## src/design/synth_pkg.sv

```systemverilog
// Shared widths, MIDI codes, parameter map and bus types for the filter voice stage
// Imported by every design module of the low-pass filter
package synth_pkg;

    // Widths
    localparam int SAMPLE_W    = 18;  // Audio sample width
    localparam int COEF_W      = 8;   // Parameter value width, 1..128
    localparam int MIDI_DATA_W = 7;
    localparam int MIDI_CH_W   = 4;
    localparam int NUM_PARAMS  = 2;   // Alpha and gain
    localparam int COEF_SHIFT  = 7;   // Fraction bits of a coefficient

    typedef logic signed [SAMPLE_W-1:0] sample_t;
    typedef logic signed [SAMPLE_W:0]   diff_t;      // One bit wider than a sample
    typedef logic [MIDI_DATA_W-1:0]     midi_data_t;
    typedef logic [MIDI_CH_W-1:0]       midi_ch_t;
    typedef logic [COEF_W-1:0]          coef_t;      // Read as value/128
    typedef logic [0:0]                 param_addr_t;

    // Decoded command from the MIDI front end
    typedef enum logic [2:0] {
        CMD_NOTE_OFF     = 3'd0,
        CMD_NOTE_ON      = 3'd1,
        CMD_POLY_AT      = 3'd2,
        CMD_CTRL_CHANGE  = 3'd3,
        CMD_PROG_CHANGE  = 3'd4,
        CMD_CHAN_AT      = 3'd5,
        CMD_PITCH_BEND   = 3'd6,
        CMD_SYSTEM       = 3'd7
    } midi_cmd_t;

    localparam midi_ch_t    LPF_MIDI_CH  = 4'd0;
    localparam midi_data_t  CC_CUTOFF    = 7'd74;  // Brightness controller
    localparam midi_data_t  CC_LEVEL     = 7'd7;   // Channel volume
    localparam param_addr_t ADDR_ALPHA   = 1'b0;
    localparam param_addr_t ADDR_GAIN    = 1'b1;
    localparam coef_t       COEF_DEFAULT = 8'd128; // Pass-through

    // One master's request on the parameter bus
    typedef struct packed {
        logic        req;
        logic        write;
        param_addr_t addr;
        coef_t       wdata;
    } param_req_t;

    // Granted request as seen by the register file
    typedef struct packed {
        logic        req;
        logic        write;
        param_addr_t addr;
        coef_t       wdata;
    } param_bus_t;

endpackage

```

## src/design/midi_cc_decoder.sv

```systemverilog
// Control-change decoder for the filter channel
// Turns cutoff and level controllers into parameter-bus write requests
`timescale 1ns/1ps

module midi_cc_decoder import synth_pkg::*; (
    input  logic       clk,
    input  logic       rst_n,
    input  logic       midi_rdy,      // One-cycle message strobe
    input  midi_cmd_t  midi_cmd,
    input  midi_ch_t   midi_ch_sysn,
    input  midi_data_t midi_data0,    // Controller number
    input  midi_data_t midi_data1,    // Controller value
    input  logic       dec_gnt,
    output param_req_t dec_req
);

    logic  is_cc;       // Control change on our channel
    logic  is_cutoff;
    logic  is_level;
    logic  accept;      // Message turns into a write
    coef_t wr_value;

    assign is_cc     = (midi_cmd == CMD_CTRL_CHANGE) && (midi_ch_sysn == LPF_MIDI_CH);
    assign is_cutoff = (midi_data0 == CC_CUTOFF);
    assign is_level  = (midi_data0 == CC_LEVEL);
    assign accept    = midi_rdy && is_cc && (is_cutoff || is_level);

    // 0..127 maps onto 1..128 so a full-scale value passes unchanged
    assign wr_value = {1'b0, midi_data1} + coef_t'(1);

    always_ff @(posedge clk or negedge rst_n) begin
        if (!rst_n) begin
            dec_req <= '0;
        end else if (dec_req.req) begin
            if (dec_gnt) begin
                dec_req.req <= 1'b0;                // Write lands this edge
            end
            // New messages dropped while pending
        end else if (accept) begin
            dec_req.req   <= 1'b1;
            dec_req.write <= 1'b1;
            dec_req.addr  <= is_cutoff ? ADDR_ALPHA : ADDR_GAIN;
            dec_req.wdata <= wr_value;
        end
    end

endmodule

```

## src/design/param_arbiter.sv

```systemverilog
// Fixed-priority arbiter for the parameter bus
// The decoder wins over the filter core, grants are combinational from the requests
`timescale 1ns/1ps

module param_arbiter import synth_pkg::*; (
    input  param_req_t dec_req,
    input  param_req_t core_req,
    output logic       dec_gnt,
    output logic       core_gnt,
    output param_bus_t bus
);

    always_comb begin
        dec_gnt  = dec_req.req;                    // Highest priority
        core_gnt = core_req.req && !dec_req.req;   // Only when decoder idle

        // Forward the winner's fields
        if (dec_req.req) begin
            bus.write = dec_req.write;
            bus.addr  = dec_req.addr;
            bus.wdata = dec_req.wdata;
        end else begin
            bus.write = core_req.write;
            bus.addr  = core_req.addr;
            bus.wdata = core_req.wdata;
        end

        bus.req = dec_gnt || core_gnt;             // High only in granted cycles
    end

endmodule

```

## src/design/param_regs.sv

```systemverilog
// Register file for the filter parameters, cutoff coefficient and output gain
// Writes land at the end of the granted cycle, reads return one cycle later
`timescale 1ns/1ps

module param_regs import synth_pkg::*; (
    input  logic       clk,
    input  logic       rst_n,
    input  param_bus_t bus,
    output coef_t      rdata      // Valid the cycle after a granted read
);

    coef_t regs_q [NUM_PARAMS];   // Indexed by ADDR_ALPHA / ADDR_GAIN

    always_ff @(posedge clk or negedge rst_n) begin
        if (!rst_n) begin
            for (int i = 0; i < NUM_PARAMS; i++) begin
                regs_q[i] <= COEF_DEFAULT;    // Start as pass-through
            end
        end else if (bus.req && bus.write) begin
            regs_q[bus.addr] <= bus.wdata;
        end
    end

    // Registered read port
    always_ff @(posedge clk) begin
        if (bus.req && !bus.write) begin
            rdata <= regs_q[bus.addr];
        end
    end

endmodule

```

## src/design/lpf_core.sv

```systemverilog
// One-pole low-pass filter core with output gain
// Fetches alpha and gain over the parameter bus for every sample, one sample in flight
`timescale 1ns/1ps

module lpf_core import synth_pkg::*; (
    input  logic       clk,
    input  logic       rst_n,
    input  logic       sample_in_rdy,   // Ignored unless idle
    input  sample_t    sample_in,
    input  logic       core_gnt,
    input  coef_t      rdata,
    output param_req_t core_req,
    output logic       sample_out_rdy,  // One-cycle result strobe
    output sample_t    sample_out
);

    typedef enum logic [2:0] {
        ST_IDLE,
        ST_RD_ALPHA,    // Alpha read on the bus
        ST_WAIT_ALPHA,  // Alpha on rdata
        ST_RD_GAIN,
        ST_WAIT_GAIN,   // Gain on rdata, filter step
        ST_OUTPUT       // Gain product
    } state_t;

    state_t state;
    sample_t x_q;       // Captured input
    sample_t y_q;       // Filter state
    coef_t   alpha_q;
    coef_t   gain_q;

    diff_t                             diff;
    logic signed [SAMPLE_W+COEF_W+1:0] step_prod;  // diff * alpha
    logic signed [SAMPLE_W+COEF_W+1:0] step_full;
    sample_t                           y_next;
    logic signed [SAMPLE_W+COEF_W:0]   out_prod;   // y * gain
    logic signed [SAMPLE_W+COEF_W:0]   out_full;

    // Read requests follow the state, so they stay stable until granted
    always_comb begin
        core_req       = '0;
        core_req.req   = (state == ST_RD_ALPHA) || (state == ST_RD_GAIN);
        core_req.write = 1'b0;
        core_req.addr  = (state == ST_RD_GAIN) ? ADDR_GAIN : ADDR_ALPHA;
    end

    // y + ((x - y) * alpha) >>> 7, result always between x and y
    assign diff      = {x_q[SAMPLE_W-1], x_q} - {y_q[SAMPLE_W-1], y_q};
    assign step_prod = diff * $signed({1'b0, alpha_q});
    assign step_full = step_prod >>> COEF_SHIFT;       // Rounds toward -inf
    assign y_next    = y_q + step_full[SAMPLE_W-1:0];

    // Gain at most 128, no overflow
    assign out_prod = y_q * $signed({1'b0, gain_q});
    assign out_full = out_prod >>> COEF_SHIFT;

    always_ff @(posedge clk or negedge rst_n) begin
        if (!rst_n) begin
            state          <= ST_IDLE;
            y_q            <= '0;
            sample_out     <= '0;
            sample_out_rdy <= 1'b0;
        end else begin
            sample_out_rdy <= 1'b0;
            case (state)
                ST_IDLE:       if (sample_in_rdy) state <= ST_RD_ALPHA;
                ST_RD_ALPHA:   if (core_gnt) state <= ST_WAIT_ALPHA;  // Decoder may stall us
                ST_WAIT_ALPHA: state <= ST_RD_GAIN;
                ST_RD_GAIN:    if (core_gnt) state <= ST_WAIT_GAIN;
                ST_WAIT_GAIN: begin
                    y_q   <= y_next;
                    state <= ST_OUTPUT;
                end
                ST_OUTPUT: begin
                    sample_out     <= out_full[SAMPLE_W-1:0];
                    sample_out_rdy <= 1'b1;
                    state          <= ST_IDLE;
                end
                default:       state <= ST_IDLE;
            endcase
        end
    end

    // Payload captures
    always_ff @(posedge clk) begin
        if (state == ST_IDLE && sample_in_rdy) x_q <= sample_in;
        if (state == ST_WAIT_ALPHA) alpha_q <= rdata;
        if (state == ST_WAIT_GAIN) gain_q <= rdata;
    end

endmodule

```

## src/design/lpf_top.sv

```systemverilog
// Low-pass filter voice stage, MIDI control-change in, filtered samples out
// Decoder and core share the parameter register file through the arbiter
`timescale 1ns/1ps

module lpf_top import synth_pkg::*; (
    input  logic       clk,
    input  logic       rst_n,
    input  logic       midi_rdy,
    input  midi_cmd_t  midi_cmd,
    input  midi_ch_t   midi_ch_sysn,
    input  midi_data_t midi_data0,
    input  midi_data_t midi_data1,
    input  logic       sample_in_rdy,
    input  sample_t    sample_in,
    output logic       sample_out_rdy,
    output sample_t    sample_out
);

    param_req_t dec_req;
    param_req_t core_req;
    logic       dec_gnt;
    logic       core_gnt;
    param_bus_t bus;       // Granted request to the register file
    coef_t      rdata;

    midi_cc_decoder midi_cc_decoder_i (
        .clk          (clk),
        .rst_n        (rst_n),
        .midi_rdy     (midi_rdy),
        .midi_cmd     (midi_cmd),
        .midi_ch_sysn (midi_ch_sysn),
        .midi_data0   (midi_data0),
        .midi_data1   (midi_data1),
        .dec_gnt      (dec_gnt),
        .dec_req      (dec_req)
    );

    param_arbiter param_arbiter_i (
        .dec_req  (dec_req),
        .core_req (core_req),
        .dec_gnt  (dec_gnt),
        .core_gnt (core_gnt),
        .bus      (bus)
    );

    param_regs param_regs_i (
        .clk   (clk),
        .rst_n (rst_n),
        .bus   (bus),
        .rdata (rdata)
    );

    lpf_core lpf_core_i (
        .clk            (clk),
        .rst_n          (rst_n),
        .sample_in_rdy  (sample_in_rdy),
        .sample_in      (sample_in),
        .core_gnt       (core_gnt),
        .rdata          (rdata),
        .core_req       (core_req),
        .sample_out_rdy (sample_out_rdy),
        .sample_out     (sample_out)
    );

endmodule

```

## config.mk

```make
export PLATFORM = sky130hd
export DESIGN_NAME = lpf_top
export DESIGN_NICKNAME = d
export VERILOG_FILES = /design/src/design/synth_pkg.sv /design/src/design/midi_cc_decoder.sv /design/src/design/param_arbiter.sv /design/src/design/param_regs.sv /design/src/design/lpf_core.sv /design/src/design/lpf_top.sv
export SDC_FILE = /design/constraint.sdc
export NUM_CORES = 1
export LEC_CHECK = 0
export ABC_AREA = 1
export BUFFER_PORTS_ARGS = -buffer_cell sky130_fd_sc_hd__buf_2
export CAP_MARGIN = 20
export CORE_UTILIZATION = 45
export DETAILED_ROUTE_END_ITERATION = 8
export SETUP_SLACK_MARGIN = 0.2
export SLEW_MARGIN = 0
export SYNTH_ARGS = -nofsm -noshare
export SYNTH_HDL_FRONTEND = slang
export SYNTH_SLANG_ARGS = --single-unit
```

## constraint.sdc

```tcl
create_clock -name clk -period 6.75 [get_ports clk]
set_input_delay 0.3375 -clock clk [delete_from_list [all_inputs] [get_ports clk]]
set_output_delay 0.3375 -clock clk [all_outputs]
set_load 0.03 [all_outputs]
```

==> results.cfg <==
[final_layout]
finalNonFillerCells = 2614
area_delta_synth_final_pct = 20.4
fin_nets = 2550
stdcell_area_um2 = 18800
fillers = 3145
drive_gt1_frac = 0.223
antennaDiodeCount = 0

[clocking]
clk_latency_ns = 0.37
cts.clk_slew.worst_paths_ns = 0.07
numClockSinks = 109
htree_num_levels = 3
numCtsBuffers = 9
cts_root_buffer = clkbuf_16
hold_buffers = 0
clock_path_buffers = 2
cts_tree = built

[logic_synthesis]
avgSynthCellArea_um2 = 7.90
synth_fa_ha_area_frac = 0.383
ys_ff_latch = 109
synth_cells = 1975
yosys.area_share.xor_xnor = 0.0326
synthesis.area_um2 = 15600
syn-num-nets = 2364
synth_top_family_by_area = adder cells
synth_ff_type = dfrtp_1
netlist.area_leader.share = 0.282
synth-simple-area-share = 0.185
muxShareOfSynthArea = 0.00578
async_flop_share = 0.615
ys_types = 51
synth_edf_count = 42
yosysWarnings = 0
ys_seq_area_frac = 0.188
synth-compound-area-share = 0.0640
synth_area_leader_cell = fa_1
yosys-top-cells-area = fa_1 28%, inv_1 12%, nand2_1 11%, dfrtp_1 10%, ha_1 10%

[worst_setup_path]
crit_top_cell = nand2_1
path_buf_inv = 10
crit_fanout = 4
start_kind = flop
cp.required_ns = 7.00
endpoint_kind = flop
critPathKind = flop to flop
cpPeakStageDelay_ns = 0.56
arrival_ns = 7.07
cpMaxStageDelayCell = fa_1
cpLargestDelayFamily = adder cells

[die]
die_h_um = 188
core.rowCount = 67
die_x_um = 188
initial_core_util = 0.462
num_io_pins = 62
coreArea_um2 = 33800
dieArea_um2 = 35400

[place]
port_buffers = 61
dp_hpwl_um = 30400
place_area_um2 = 17600
placedCellCount = 2571
place_congestion = 0.859

[outcome]
violations = negative setup slack
status = finished with violations

[sta]
slew_headroom = 0.397
rsz0062_at_grt = yes
fin_ws_ns = -0.0655
max_freq_mhz = 147
setup_viol = 2
holdWs_ns = 0.145
slew_violations = 0
hold_viol = 0
finalCriticalPeriod_ns = 6.82
tightest_slew_ns = 0.900
min_period_over_period = 1.01
setup_tns_ns = -0.0714
skew_ns = 0.0117

[detailed_routing]
routed_via_density = 4.82
drc_errors = 0
firstDrtPassIters = 5
drtAntennaViolNets = 0
wl_um = 37100
drt_iter0_drc = 675
wire_per_inst_um = 14.2
vias = 12588

[grt]
grt_pass1_vias = 13332
grt.overflow.total = 0
grt.total_usage = 0.223
antenna_found_initial = 0
grt_pass1_wl_um = 63700
grt_max_degree = 68

[job]
cap_violations = 0

[min_path]
hp-class = primary input to flop
[state kept, by name, summed over array words and instances, names as in the netlist]
register / cells
param_regs_i.regs_q: 16
lpf_core_i.y_q: 18
midi_cc_decoder_i.dec_req: 11
lpf_core_i.x_q: 18
lpf_core_i.gain_q: 8
lpf_core_i.sample_out_rdy: 1
lpf_core_i.state: 3
param_regs_i.rdata: 8
lpf_core_i.sample_out: 18
lpf_core_i.alpha_q: 8
[stage by stage]
step           worst slack [ns]   util
6_report                -0.0655  0.556
5_1_grt                  -0.408  0.556
4_1_cts                 0.00303  0.543
3_5_place_dp             -0.211  0.521
3_3_place_gp             -0.116  0.521
2_1_floorplan             0.202      -
[cells in the final DEF (no fill, tap or decap), types with 14 or more instances in the layout]
cell type,n
edfxtp_1,42
nand2_1,409
ha_4,26
o21ai_1,14
inv_2,30
buf_2,62
o21ai_0,50
a21oi_1,46
xor2_1,30
nand3_1,47
a21oi_2,28
xnor2_1,18
dfrtp_1,65
nor3_1,15
ha_1,98
nand2_2,59
fa_1,215
nor2_1,105
inv_1,488
buf_4,167
[routing by layer]
metal,share of wire,up-vias,GRT usage
met4,0.015,0,0.0500
met1,0.46,6129,0.296
met2,0.50,184,0.395
met3,0.025,33,0.0186
met5,0,-,0
li1,-,6242,-
[cell usage after synthesis, types with 4 or more instances]
master    number
o21ai_1       10
clkbuf_1      47
nor2_2         5
a21oi_2        5
edfxtp_1      42
nor2_1       111
o21ai_0       62
a31oi_1        7
nand4_1        7
nand3b_1       7
inv_1        516
dfrtp_1       65
buf_2          4
nand2_1      453
mux2_2         8
a21oi_1       77
fa_1         220
nor3_1        18
xnor2_1       25
xor2_1        33
or2_2          8
inv_2          6
ha_1         126
nand2_2       19
nand3_1       52
nand3_2        4
[cell type report]
cell class                      instances  area, um2  area share
Sequential cell                       109       2940       0.157
Clock inverter                          7       88.8     0.00473
Multi-Input combinational cell       1287      11400       0.607
Tap cell                              448        561      0.0298
Timing Repair Buffer                  231       1590      0.0845
Inverter                              523       1970       0.105
Clock buffer                            9        225      0.0120
[worst paths after layout]
path | from | to | slack [ns] | cells after the start
setup / recovery | lpf_core_i.x_q[0] | lpf_core_i.y_q[17] | -0.07 | 42
hold / removal | sample_in[1] | lpf_core_i.x_q[1] | 0.15 | 1
setup reg to reg | lpf_core_i.x_q[0] | lpf_core_i.y_q[17] | -0.07 | 42
hold reg to reg | param_regs_i.rdata[3] | lpf_core_i.gain_q[3] | 0.46 | 0
max in group asynchronous | rst_n | lpf_core_i.y_q[14] | 5.99 | 2
min in group asynchronous | rst_n | midi_cc_decoder_i.dec_req[6] | 0.17 | 2
[logic make-up after synthesis]
kind of cell    after synthesis
mux                           8
fa+ha+maj                   346
compound gates              180
buf+inv                     579
xor+xnor                     58
simple gates                695
flops                       109
[what timing repair did]
action | in CTS | in global routing
pin swaps | 54 | 26
resized for setup | 81 | 86
setup endpoints to repair | 10 | 13
buffers inserted | 18 | 9
Power is not shown: default switching activity piles up to over one toggle a cycle in this logic, so the estimate is an artifact.
